## src/dz_line_pkg.sv

```systemverilog
/*
 * Serial line constants for the DZ receive path
 * Line count, line-number width and character width
 * Shared by the scanner, the silo word layout and the top level
 */

package dz_line_pkg;

   ////////////////////
   // Line set
   ////////////////////

   // Eight lines per multiplexer
   localparam int NUM_LINES = 8;

   // Bits to number a line
   localparam int LINE_W = 3;

   ////////////////////
   // Character
   ////////////////////

   // Assembled character from a line, parity bit already stripped
   localparam int CHAR_W = 8;

   // NUM_LINES must fit in LINE_W.
   // A wider multiplexer would need both changed together,
   // and the silo entry grows with LINE_W

endpackage

```

## src/dz_rbuf_pkg.sv

```systemverilog
/*
 * Receive buffer word layout
 * Field positions of one silo entry
 * Width of the host word with the data-valid bit on top
 */

package dz_rbuf_pkg;

   ////////////////////
   // Silo entry fields
   ////////////////////

   // Character in the low bits
   localparam int CHAR_LSB = 0;

   // Line number sits right above the character
   localparam int LINE_LSB = CHAR_LSB + dz_line_pkg::CHAR_W;

   // Error flags above the line number
   localparam int PE_BIT = LINE_LSB + dz_line_pkg::LINE_W;
   localparam int FE_BIT = PE_BIT + 1;

   // Overrun, set by the scanner or by a full silo
   localparam int OVRN_BIT = FE_BIT + 1;

   // One silo entry, 14 bits with the default line set
   localparam int ENTRY_W = OVRN_BIT + 1;

   ////////////////////
   // Host word
   ////////////////////

   // Data valid on top of the entry
   localparam int DVAL_BIT = ENTRY_W;
   localparam int RBUF_W = ENTRY_W + 1;

endpackage

```

## src/dz_rx.sv

```systemverilog
/*
 * DZ receive path top level
 * Scanner, silo and alarm block tied to the host ports
 */

`timescale 1ns/100ps

module dz_rx #(
   parameter int SILO_DEPTH  = 64,
   parameter int ALARM_LEVEL = 16
) (
   input  logic                                                   clk,
   input  logic                                                   rst,
   input  logic                                                   clr,
   input  logic                                                   rie,
   input  logic                                                   sae,
   input  logic                                                   rbuf_rd,
   input  logic [dz_line_pkg::NUM_LINES-1:0]                      rx_stb,
   input  logic [dz_line_pkg::NUM_LINES-1:0][dz_line_pkg::CHAR_W-1:0] rx_char,
   input  logic [dz_line_pkg::NUM_LINES-1:0]                      rx_fe,
   input  logic [dz_line_pkg::NUM_LINES-1:0]                      rx_pe,
   output logic [dz_rbuf_pkg::RBUF_W-1:0]                         rbuf,
   output logic                                                   rx_irq
);

   import dz_rbuf_pkg::*;

   logic               silo_wr;
   logic [ENTRY_W-1:0] silo_din;
   logic               silo_rd;
   logic [ENTRY_W-1:0] silo_dout;
   logic               silo_dval;
   logic               silo_empty;

   // Lines into the silo
   dz_rx_scan i_scan (
      .clk      (clk),
      .rst      (rst),
      .clr      (clr),
      .rx_stb   (rx_stb),
      .rx_char  (rx_char),
      .rx_fe    (rx_fe),
      .rx_pe    (rx_pe),
      .silo_wr  (silo_wr),
      .silo_din (silo_din)
   );

   // Host pop goes straight to the silo
   assign silo_rd = rbuf_rd;

   dz_silo #(
      .SILO_DEPTH (SILO_DEPTH)
   ) i_silo (
      .clk   (clk),
      .rst   (rst),
      .clr   (clr),
      .wr    (silo_wr),
      .din   (silo_din),
      .rd    (silo_rd),
      .dout  (silo_dout),
      .dval  (silo_dval),
      .empty (silo_empty)
   );

   dz_rx_alarm #(
      .ALARM_LEVEL (ALARM_LEVEL)
   ) i_alarm (
      .clk     (clk),
      .rst     (rst),
      .clr     (clr),
      .silo_wr (silo_wr),
      .silo_rd (silo_rd),
      .empty   (silo_empty),
      .rie     (rie),
      .sae     (sae),
      .rx_irq  (rx_irq)
   );

   // Valid flag above the head entry
   assign rbuf[DVAL_BIT]      = silo_dval;
   assign rbuf[ENTRY_W-1:0]   = silo_dout;

endmodule

```

## src/dz_rx_alarm.sv

```systemverilog
/*
 * Silo alarm counter and receive interrupt
 * Counts stores since the last host read, saturating at the alarm level
 */

`timescale 1ns/100ps

module dz_rx_alarm #(
   parameter int ALARM_LEVEL = 16
) (
   input  logic clk,
   input  logic rst,
   input  logic clr,
   input  logic silo_wr,
   input  logic silo_rd,
   input  logic empty,
   input  logic rie,
   input  logic sae,
   output logic rx_irq
);

   localparam int CNT_W = $clog2(ALARM_LEVEL + 1);

   ////////////////////
   // Alarm counter
   ////////////////////

   logic [CNT_W-1:0] alarm_cnt;
   logic             alarm_hit;
   logic             irq_cond;

   assign alarm_hit = (alarm_cnt == CNT_W'(ALARM_LEVEL));

   // A read restarts the count, a store in the same cycle is not counted
   always_ff @(posedge clk or posedge rst)
   begin
      if (rst)
         alarm_cnt <= '0;
      else if (clr || silo_rd)
         alarm_cnt <= '0;
      else if (silo_wr && !alarm_hit)
         alarm_cnt <= alarm_cnt + CNT_W'(1);
   end

   ////////////////////
   // Interrupt
   ////////////////////

   // Alarm mode waits for the level, otherwise any data
   assign irq_cond = rie && (sae ? alarm_hit : !empty);

   always_ff @(posedge clk or posedge rst)
   begin
      if (rst)
         rx_irq <= 1'b0;
      else if (clr)
         rx_irq <= 1'b0;
      else
         rx_irq <= irq_cond;
   end

endmodule

```

## src/dz_rx_scan.sv

```systemverilog
/*
 * Receive scanner
 * One holding register per line, loaded by the line strobe
 * Fixed priority pick of the lowest pending line into the silo
 */

`timescale 1ns/100ps

module dz_rx_scan (
   input  logic                                                   clk,
   input  logic                                                   rst,
   input  logic                                                   clr,
   input  logic [dz_line_pkg::NUM_LINES-1:0]                      rx_stb,
   input  logic [dz_line_pkg::NUM_LINES-1:0][dz_line_pkg::CHAR_W-1:0] rx_char,
   input  logic [dz_line_pkg::NUM_LINES-1:0]                      rx_fe,
   input  logic [dz_line_pkg::NUM_LINES-1:0]                      rx_pe,
   output logic                                                   silo_wr,
   output logic [dz_rbuf_pkg::ENTRY_W-1:0]                        silo_din
);

   import dz_line_pkg::*;
   import dz_rbuf_pkg::*;

   ////////////////////
   // Holding registers
   ////////////////////

   // Character and flags as last delivered by each line
   logic [CHAR_W-1:0]    hold_char [NUM_LINES];
   logic [NUM_LINES-1:0] hold_fe;
   logic [NUM_LINES-1:0] hold_pe;

   // Waiting for the scanner
   logic [NUM_LINES-1:0] pend;
   // Earlier character was lost on this line
   logic [NUM_LINES-1:0] hold_ovr;

   // Lowest pending line
   logic [LINE_W-1:0]    sel_line;

   // Payload follows the strobe only
   always_ff @(posedge clk)
   begin
      for (int i = 0; i < NUM_LINES; i++)
      begin
         if (rx_stb[i])
         begin
            hold_char[i] <= rx_char[i];
            hold_fe[i]   <= rx_fe[i];
            hold_pe[i]   <= rx_pe[i];
         end
      end
   end

   // Pending and overrun bookkeeping
   always_ff @(posedge clk or posedge rst)
   begin
      if (rst)
      begin
         pend     <= '0;
         hold_ovr <= '0;
      end
      else if (clr)
      begin
         pend     <= '0;
         hold_ovr <= '0;
      end
      else
      begin
         for (int i = 0; i < NUM_LINES; i++)
         begin
            if (rx_stb[i])
            begin
               pend[i] <= 1'b1;
               // Lost only if the old one is not leaving this cycle
               hold_ovr[i] <= pend[i] && !(silo_wr && sel_line == LINE_W'(i));
            end
            else if (silo_wr && sel_line == LINE_W'(i))
               pend[i] <= 1'b0;
         end
      end
   end

   ////////////////////
   // Scanner
   ////////////////////

   // Walk down so line 0 wins
   always_comb
   begin
      sel_line = '0;
      for (int i = NUM_LINES - 1; i >= 0; i--)
      begin
         if (pend[i])
            sel_line = LINE_W'(i);
      end
   end

   // Any pending line goes to the silo at the next edge
   assign silo_wr = |pend;

   // Entry for the selected line
   always_comb
   begin
      silo_din                      = '0;
      silo_din[CHAR_LSB +: CHAR_W]  = hold_char[sel_line];
      silo_din[LINE_LSB +: LINE_W]  = sel_line;
      silo_din[PE_BIT]              = hold_pe[sel_line];
      silo_din[FE_BIT]              = hold_fe[sel_line];
      silo_din[OVRN_BIT]            = hold_ovr[sel_line];
   end

   // Write comes from a pending line with no lower line left waiting
   a_scan_pick : assert property (@(posedge clk) disable iff (rst)
      silo_wr |-> pend[sel_line] &&
         ((pend & ((NUM_LINES'(1) << sel_line) - NUM_LINES'(1))) == '0));

endmodule

```

## src/dz_silo.sv

```systemverilog
/*
 * Receive silo
 * Depth counter to the full count, wrapping read and write pointers
 * Newest entry replaced with overrun when full
 * Registered head word and valid flag
 */

`timescale 1ns/100ps

module dz_silo #(
   parameter int SILO_DEPTH = 64
) (
   input  logic                            clk,
   input  logic                            rst,
   input  logic                            clr,
   input  logic                            wr,
   input  logic [dz_rbuf_pkg::ENTRY_W-1:0] din,
   input  logic                            rd,
   output logic [dz_rbuf_pkg::ENTRY_W-1:0] dout,
   output logic                            dval,
   output logic                            empty
);

   import dz_rbuf_pkg::*;

   // Depth must hold SILO_DEPTH itself, not just SILO_DEPTH-1
   localparam int DEPTH_W = $clog2(SILO_DEPTH + 1);
   localparam int PTR_W   = (SILO_DEPTH > 1) ? $clog2(SILO_DEPTH) : 1;

   ////////////////////
   // Silo state
   ////////////////////

   logic [DEPTH_W-1:0] depth;
   logic [PTR_W-1:0]   rd_ptr;
   logic [PTR_W-1:0]   wr_ptr;
   logic [PTR_W-1:0]   last_ptr;
   logic               full;
   logic               replace;
   logic               push;

   logic [ENTRY_W-1:0] mem [SILO_DEPTH];

   assign empty = (depth == '0);
   assign full  = (depth == DEPTH_W'(SILO_DEPTH));

   // Full with no pop this cycle, so overwrite the newest entry
   assign replace = wr && full && !rd;
   assign push    = wr && !replace;

   // Slot of the newest entry
   assign last_ptr = (wr_ptr == '0) ? PTR_W'(SILO_DEPTH - 1) : wr_ptr - PTR_W'(1);

   always_ff @(posedge clk or posedge rst)
   begin
      if (rst)
      begin
         depth  <= '0;
         rd_ptr <= '0;
         wr_ptr <= '0;
      end
      else if (clr)
      begin
         depth  <= '0;
         rd_ptr <= '0;
         wr_ptr <= '0;
      end
      else
      begin
         if (push)
            wr_ptr <= (wr_ptr == PTR_W'(SILO_DEPTH - 1)) ? '0 : wr_ptr + PTR_W'(1);
         if (rd)
            rd_ptr <= (rd_ptr == PTR_W'(SILO_DEPTH - 1)) ? '0 : rd_ptr + PTR_W'(1);
         // Push and pop together leave the depth alone
         if (push && !rd)
            depth <= depth + DEPTH_W'(1);
         else if (rd && !push)
            depth <= depth - DEPTH_W'(1);
      end
   end

   ////////////////////
   // Storage
   ////////////////////

   // Replacement keeps the line overrun and adds the silo overrun
   always_ff @(posedge clk)
   begin
      if (push)
         mem[wr_ptr] <= din;
      else if (replace)
      begin
         mem[last_ptr]           <= din;
         mem[last_ptr][OVRN_BIT] <= 1'b1;
      end
   end

   ////////////////////
   // Head output
   ////////////////////

   // Head word trails the pointer by one cycle
   always_ff @(posedge clk)
   begin
      dout <= mem[rd_ptr];
   end

   always_ff @(posedge clk or posedge rst)
   begin
      if (rst)
         dval <= 1'b0;
      else if (clr)
         dval <= 1'b0;
      else
         dval <= !empty;
   end

   // Count never passes the silo size
   a_depth_bound : assert property (@(posedge clk) disable iff (rst)
      depth <= DEPTH_W'(SILO_DEPTH));

   // Host pops only what is there
   a_no_pop_empty : assert property (@(posedge clk) disable iff (rst)
      rd |-> !empty);

endmodule

```

## config.mk

```make
export PLATFORM = sky130hd
export DESIGN_NAME = dz_rx
export DESIGN_NICKNAME = d
export VERILOG_FILES = /design/src/dz_line_pkg.sv /design/src/dz_rbuf_pkg.sv /design/src/dz_rx.sv /design/src/dz_rx_alarm.sv /design/src/dz_rx_scan.sv /design/src/dz_silo.sv
export SDC_FILE = /design/constraint.sdc
export NUM_CORES = 1
export LEC_CHECK = 0
export ABC_AREA = 0
export CAP_MARGIN = 20
export CORE_MARGIN = 8
export CORE_UTILIZATION = 50
export CTS_BUF_LIST = sky130_fd_sc_hd__clkbuf_8
export DETAILED_ROUTE_END_ITERATION = 7
export DONT_BUFFER_PORTS = 1
export PLACE_DENSITY_LB_ADDON = 0.25
export SLEW_MARGIN = 0
export SYNTH_ARGS = -nofsm -noshare
export SYNTH_HDL_FRONTEND = slang
export SYNTH_SLANG_ARGS = --single-unit
```

## constraint.sdc

```tcl
create_clock -name clk -period 14.25 [get_ports clk]
set_clock_uncertainty 0.05 [all_clocks]
set_input_delay 2.85 -clock clk [delete_from_list [all_inputs] [get_ports clk]]
set_output_delay 2.85 -clock clk [all_outputs]
set_load 0.02 [all_outputs]
```

# After elaboration in Yosys (flattened, before gate mapping)
# Memory sizes are Yosys's and may differ from the RTL's. A register that Yosys moved wholly into a read port is not among the register bits.
# Cells that the tools add are included.
totals:
  in_bits: 94
  out_inout_bits: 16
  register_bits: 58
  mem_bits_rw: 960
  memories: 2
  wordCells: 201
memory_table:
  columns: ["name", "words", "word_bits", "rd", "rd_clocked_by_memory_dff", "write_ports", "line", "rtl"]
  rows:
  - ["i_silo.mem", 64, 14, 1, 1, 1, "dz_silo.sv:42", "logic [ENTRY_W-1:0] mem [SILO_DEPTH];"]
  - ["i_scan.hold_char", 8, 8, 1, 0, 8, "dz_rx_scan.sv:29", "logic [CHAR_W-1:0] hold_char [NUM_LINES];"]
classes:
  n_mux: 80
  addsub: 6
  eq_ne: 11
  n_lt_le_gt_ge: 1
  n_bitwise: 1
  reduce_logical: 62
ops:
  columns: ["cell", "n"]
  rows:
  - ["2-to-1 mux 1 bit", 52]
  - ["2-to-1 mux 6 bit", 8]
  - ["nonzero test 3 bit", 9]
  - ["2-to-1 mux 3 bit", 8]
  - ["logical AND 1 bit", 23]
  - ["nonzero test 2 bit", 11]
  - ["2-to-1 mux 7 bit", 3]
  - ["2-to-1 mux 8 bit", 2]
  - ["2-to-1 mux 14 bit", 1]
  - ["OR reduction 14 bit", 1]
  - ["logical NOT 1 bit", 13]
  - ["adder 6 x 1 -> 6 bit, second input constant", 2]
  - ["== test 3 bit, second input constant", 4]
  - ["== test 6 bit, second input constant", 2]
  - ["2-to-1 mux 5 bit", 2]
  - ["binary-select mux 1 bit (select 3 bit)", 3]
  - ["OR reduction 8 bit", 1]
  - ["adder 7 x 1 -> 7 bit, second input constant", 1]
  - ["== test 7 bit, second input constant", 1]
  - ["logical NOT 7 bit", 1]
  - ["subtractor 7 x 1 -> 7 bit, second input constant", 1]
  - ["== test 3 x 2 -> 1 bit, second input constant", 2]
  - ["logical NOT 6 bit", 1]
  - ["subtractor 6 x 1 -> 6 bit, second input constant", 1]
  - ["other kinds (8)", 8]

# Longest topological paths before layout
depth:
  word_depth: 14
  mapped_depth: 13
  depth_no_buf: 11

# By module
# From an unflattened synthesis, not the netlist that was laid out.
unflattened:
  hier_cells: 1983
  area_unflattened_um2: 40816.6
modules_own_cells:
  columns: ["module", "n_inst", "cells_each", "area_each_um2", "seq_area_each_um2"]
  rows:
  - ["dz_silo", 1, 1655, 36326.1, 27686.6]
  - ["dz_rx_scan", 1, 294, 4157.7, 2802.7]
  - ["dz_rx_alarm", 1, 33, 325.3, 150.1]
  - ["dz_rx", 1, 1, 7.5, 0.0]

# Worst setup path after synthesis
# No wires, ideal clock.
synth_timing:
  path_kind: "input to register"
  start: "input rbuf_rd"
  end: "memory i_silo.mem[0][13] (netlist bit), data pin"
  path_slack_ns: 8.192
  stages: 6
  n_path_buf: 0
  setup_ns: 0.499
  arrival_time_ns: 5.509
  path_cell_list: "or4b_4 > a211oi_4 > a211oi_1 > o21ai_0 > o22ai_1 > nor2_1"
synth_between:
  elab_chain_cells: 9
  word_cells_on_any_way: 11
  classes_between: "mux (5); bitwise (1); reduce/logical (5)"
synth_lines:
  columns: ["item", "line", "rtl"]
  rows:
  - ["start: declaration", "dz_rx.sv:17", "input logic rbuf_rd,"]
  - ["logical NOT 1 bit (*)", "dz_silo.sv:48", "assign replace = wr && full && !rd;"]
  - ["logical AND 1 bit (*)", "dz_silo.sv:48", null]
  - ["logical NOT 1 bit", "dz_silo.sv:49", "assign push = wr && !replace;"]
  - ["logical AND 1 bit", "dz_silo.sv:49", null]
  - ["2-to-1 mux 1 bit (*)", "dz_silo.sv:89", "if (push)"]
  - ["2-to-1 mux 1 bit (not written as such) (*)", "dz_silo.sv:93, dz_silo.sv:94", null]
  - ["bitwise OR 1 bit (no source line)", null, null]
  - ["OR reduction 14 bit (no source line)", null, null]
  - ["2-to-1 mux 14 bit (no source line) (*)", null, null]
  - ["end: declaration", "dz_silo.sv:42", null]
# Every way passes the cells marked *; elsewhere a longest branch is shown, timed or not.

# Worst setup path in the final report
layout_timing:
  start: "input rbuf_rd"
  end: "memory i_silo.mem[60][5] (netlist bit) (enable)"
layout_between:
  elab_chain_cells: 9
  word_cells_on_any_way: 13
  classes_between: "mux (7); bitwise (1); reduce/logical (5)"
layout_lines:
  columns: ["item", "line"]
  rows:
  - ["logical NOT 1 bit (*)", "dz_silo.sv:48"]
  - ["logical AND 1 bit (*)", "dz_silo.sv:48"]
  - ["logical NOT 1 bit", "dz_silo.sv:49"]
  - ["logical AND 1 bit", "dz_silo.sv:49"]
  - ["2-to-1 mux 1 bit", "dz_silo.sv:89"]
  - ["2-to-1 mux 1 bit (not written as such)", "dz_silo.sv:93, dz_silo.sv:94"]
  - ["bitwise OR 1 bit (no source line)", null]
  - ["OR reduction 14 bit (no source line)", null]
  - ["2-to-1 mux 6 bit (no source line) or 2-to-1 mux 2 bit (tied branches)", null]
# Marks and branches as above.

==> impl_metrics.toml <==
[worst_setup_path]
cp_data_required_time_ns = 14.60
r2r_end = "i_silo.dout[2]"
start_kind = "primary input"
crit_chain = "nor4b_1 -> o2111ai_1 -> a21oi_1 -> and3_1 -> nand2_1 -> nor2_1"
cp-startpoint = "rbuf_rd"
crit_arrival_ns = 5.54
slowest_delay_ns = 0.88
crit_type = "primary input to flop"
r2r-start = "i_silo.rd_ptr[0]"
endpoint_kind = "flop"
critPathSlowestCell = "nor2_1"
critical_path_peak_fanout = 20
r2r_setup_slack_ns = 9.27
reg2regPathDepth = 7

[die]
ios = 110
fp.dieW_um = 300.1
coreArea_sq_um = 80160
rows = 104
die_h_um = 300.1
initial_core_util = 0.5034
dieArea_sq_um = 90040

[logic_synthesis]
synth_edf_count = 976
yosysUniqueCellTypes = 82
synth_warnings = 0
syn_area_sq_um = 40350
synth_largest_area_cell = "edfxtp_1"
syn_nets = 2081
synthFlopType = "edfxtp_1"
syn_area_per_cell_sq_um = 20.43
ys_seq_area_frac = 0.7594
yosys-top-cells-area = "edfxtp_1 73%, mux4_2 13%, dfrtp_1 2.6%"
synthDominantCellAreaShare = 0.7264
postSynthCellCount = 1975
async_flop_share = 0.04070
ys_ff_latch = 1032

[sta]
maxSlewViolCount = 0
hold_violations = 0
rsz0062_at_grt = "no"
relSlewSlack = 0.2496
period_share = 0.3642
fmax_mhz = 192.7
period_needed_ns = 5.189
worst_pin_slew_ns = 1.122
setup_violations = 0
tns_ns = 0

[placement]
routabilityCongestion = 0.8326
io_buffers = 0
dp_hpwl_um = 56790

[cts]
insertion_delay_ns = 0.80
cts_setup_buffers = 0
cts_buffer_depth = 3
holdBufCountCts = 0
clk_pin_slew_worst_paths_ns = 0.06
cts_tree = "built"
clkSinkCount = 1032
ctsResizeCount = 0
htree_levels = 4
cts_made_buffers = 163
root_buffer = "clkbuf_8"

[route]
wl_per_cell_um = 28.36
drt_pass1_iterations = 7
drc = 0
drt-total-wl_um = 94100
vias = 20130
drt-initial-drc-count = 2291
antenna_left = 0
vias_per_cell = 6.067

[global_route]
grt_pass1_vias = 20690
antenna_found_initial = 4
track_usage = 0.2089
gr-total-overflow = 0
grt_max_degree = 71
grt_pass1_wl_um = 138600

[power_and_ir_drop]
ir_drop_mv = 0.1235
internal_power_mw = 5.006
p_total_mw = 6.710
swShare = 0.2539
pwr-share-comb = 0.106
clkPwrFrac = 0.356
share_seq_of_total_power = 0.538
p_leak_nw = 14.49
powerDensity_nw_per_um2 = 148.1
p_sw_mw = 1.704

[run]
drv_cap = 0

[status]
status = "finished clean"

[min_path]
min_path_type = "flop to flop"
hp-start = "i_scan.hold_ovr[6]"
min_to = "i_scan.hold_ovr[6]"
whs_path_depth = 2

[final_layout]
fin_util = 0.5650
layout.nets = 2230
synthToLayoutAreaGrowth_pct = 12.26
drive_gt1_frac = 0.2741
==> final cells by class <==
class,count,area [sq um]
multi-input cells,813,9321
diodes,3,7.507
clock inverters,130,835.8
fillers,6000,34860
clock buffers,166,2285
flip-flops and latches,1032,30650
repair buffers,93,785.8
inverters,21,78.83
well taps,1060,1326
==> power groups by stage <==
stage	logic, mW	registers, mW	clock network [mW]
floorplan	0.442	3.66	0
global placement	0.697	3.67	0
detailed placement	0.718	3.68	0
CTS	0.718	3.61	2.44
global route	0.759	3.62	2.57
finish	0.712	3.61	2.39
==> layer usage <==
layer | track usage | vias to the layer above | share of wire
li1 | - | 8565 | -
met2 | 0.3293 | 905 | 0.48
met3 | 0.04710 | 145 | 0.080
met4 | 0.05673 | 2 | 0.020
met1 | 0.2958 | 10510 | 0.42
met5 | 0 | - | 0.00021
==> state kept, by name, summed over array words and instances, names as in the netlist <==
signal and flops:
i_alarm.alarm_cnt 5, i_alarm.rx_irq 1, i_scan.hold_char 64, i_scan.hold_fe 8
i_scan.hold_ovr 8, i_scan.hold_pe 8, i_scan.pend 8, i_silo.depth 7
i_silo.dout 14, i_silo.dval 1, i_silo.mem 896, i_silo.rd_ptr 6
i_silo.wr_ptr 6
==> placed cells by master, fill, tap and decap left out, types with 6 or more instances in the layout <==
cell	synthesis	layout
clkbuf_8	0	168
o21ai_0	39	39
buf_4	2	71
nand2_1	49	49
mux4_2	238	238
mux2_2	9	9
nor2_1	109	106
clkinv_1	0	30
inv_1	21	71
clkinv_2	0	24
o22ai_1	30	30
o31ai_1	6	6
mux2i_1	35	35
ha_1	11	11
dfrtp_1	42	38
nor3_1	26	22
nand2b_1	15	15
o221a_2	15	15
buf_6	1	20
nor2b_1	8	8
a221oi_1	42	40
dfxtp_1	14	14
and3_1	9	9
edfxtp_1	976	976
xor2_1	9	9
a22oi_1	6	6
a21oi_1	46	45
bufinv_16	0	7
nand3_1	15	15
==> how the worst max path moves through the flow <==
| stage | endpoint | depth (start not counted) |
|---|---|---|
| after floorplan | i_silo.mem[0][13] | 6 |
| after global placement | i_silo.mem[51][3] | 6 |
| after detailed placement | i_silo.mem[61][4] | 6 |
| after global routing | i_silo.dout[2] | 7 |
| final | i_silo.mem[60][5] | 6 |
| after CTS | i_silo.mem[61][12] | 6 |
==> logic make-up after synthesis <==
| logic type | synth area share |
|---|---|
| DFF | 0.7594 |
| muxes | 0.1440 |
| and+or+nand+nor | 0.03358 |
| AOI/OAI and AO/OA | 0.04264 |
| buffers and inverters | 0.01361 |
| xor gates and xnor gates | 0.002822 |
| adders and majority gates | 0.003907 |
==> Yosys cell counts, drive strengths merged, types with 6 or more instances <==
cell and instances:
dfxtp 14, a211oi 7, o21ai 40, mux2 9, and3 9, a21oi 47, mux4 238, a22oi 6
o221a 15, buf 51, o22ai 30, nor3b 7, a221oi 43, inv 21, mux2i 35, xor2 9
nor3 26, ha 11, nor2b 8, edfxtp 976, clkbuf 58, dfrtp 42, nor2 109, o31ai 6
nand3 15, nand2b 15, nand2 50
==> stage by stage <==
step | hold WS [ns] | setup WS [ns] | instance area (sq um) | instances
after floorplan | 0.4355 | 8.192 | 40350 | 1975
after global placement | 0.4704 | 8.030 | 41810 | 2984
after detailed placement | 0.4781 | 8.019 | 42010 | 3002
after CTS | 0.4889 | 8.878 | 45130 | 3298
after global routing | 0.5275 | 8.759 | 45290 | 3318
final | 0.4873 | 9.061 | 45290 | 3318
==> critical path, delay by kind of cell <==
| family | cells | cell delay [ns] |
|---|---|---|
| and+or+nand+nor | 4 | 1.93 |
| AOI/OAI and AO/OA | 2 | 0.75 |
No activity file was read; power rests on OpenSTA's default activity.
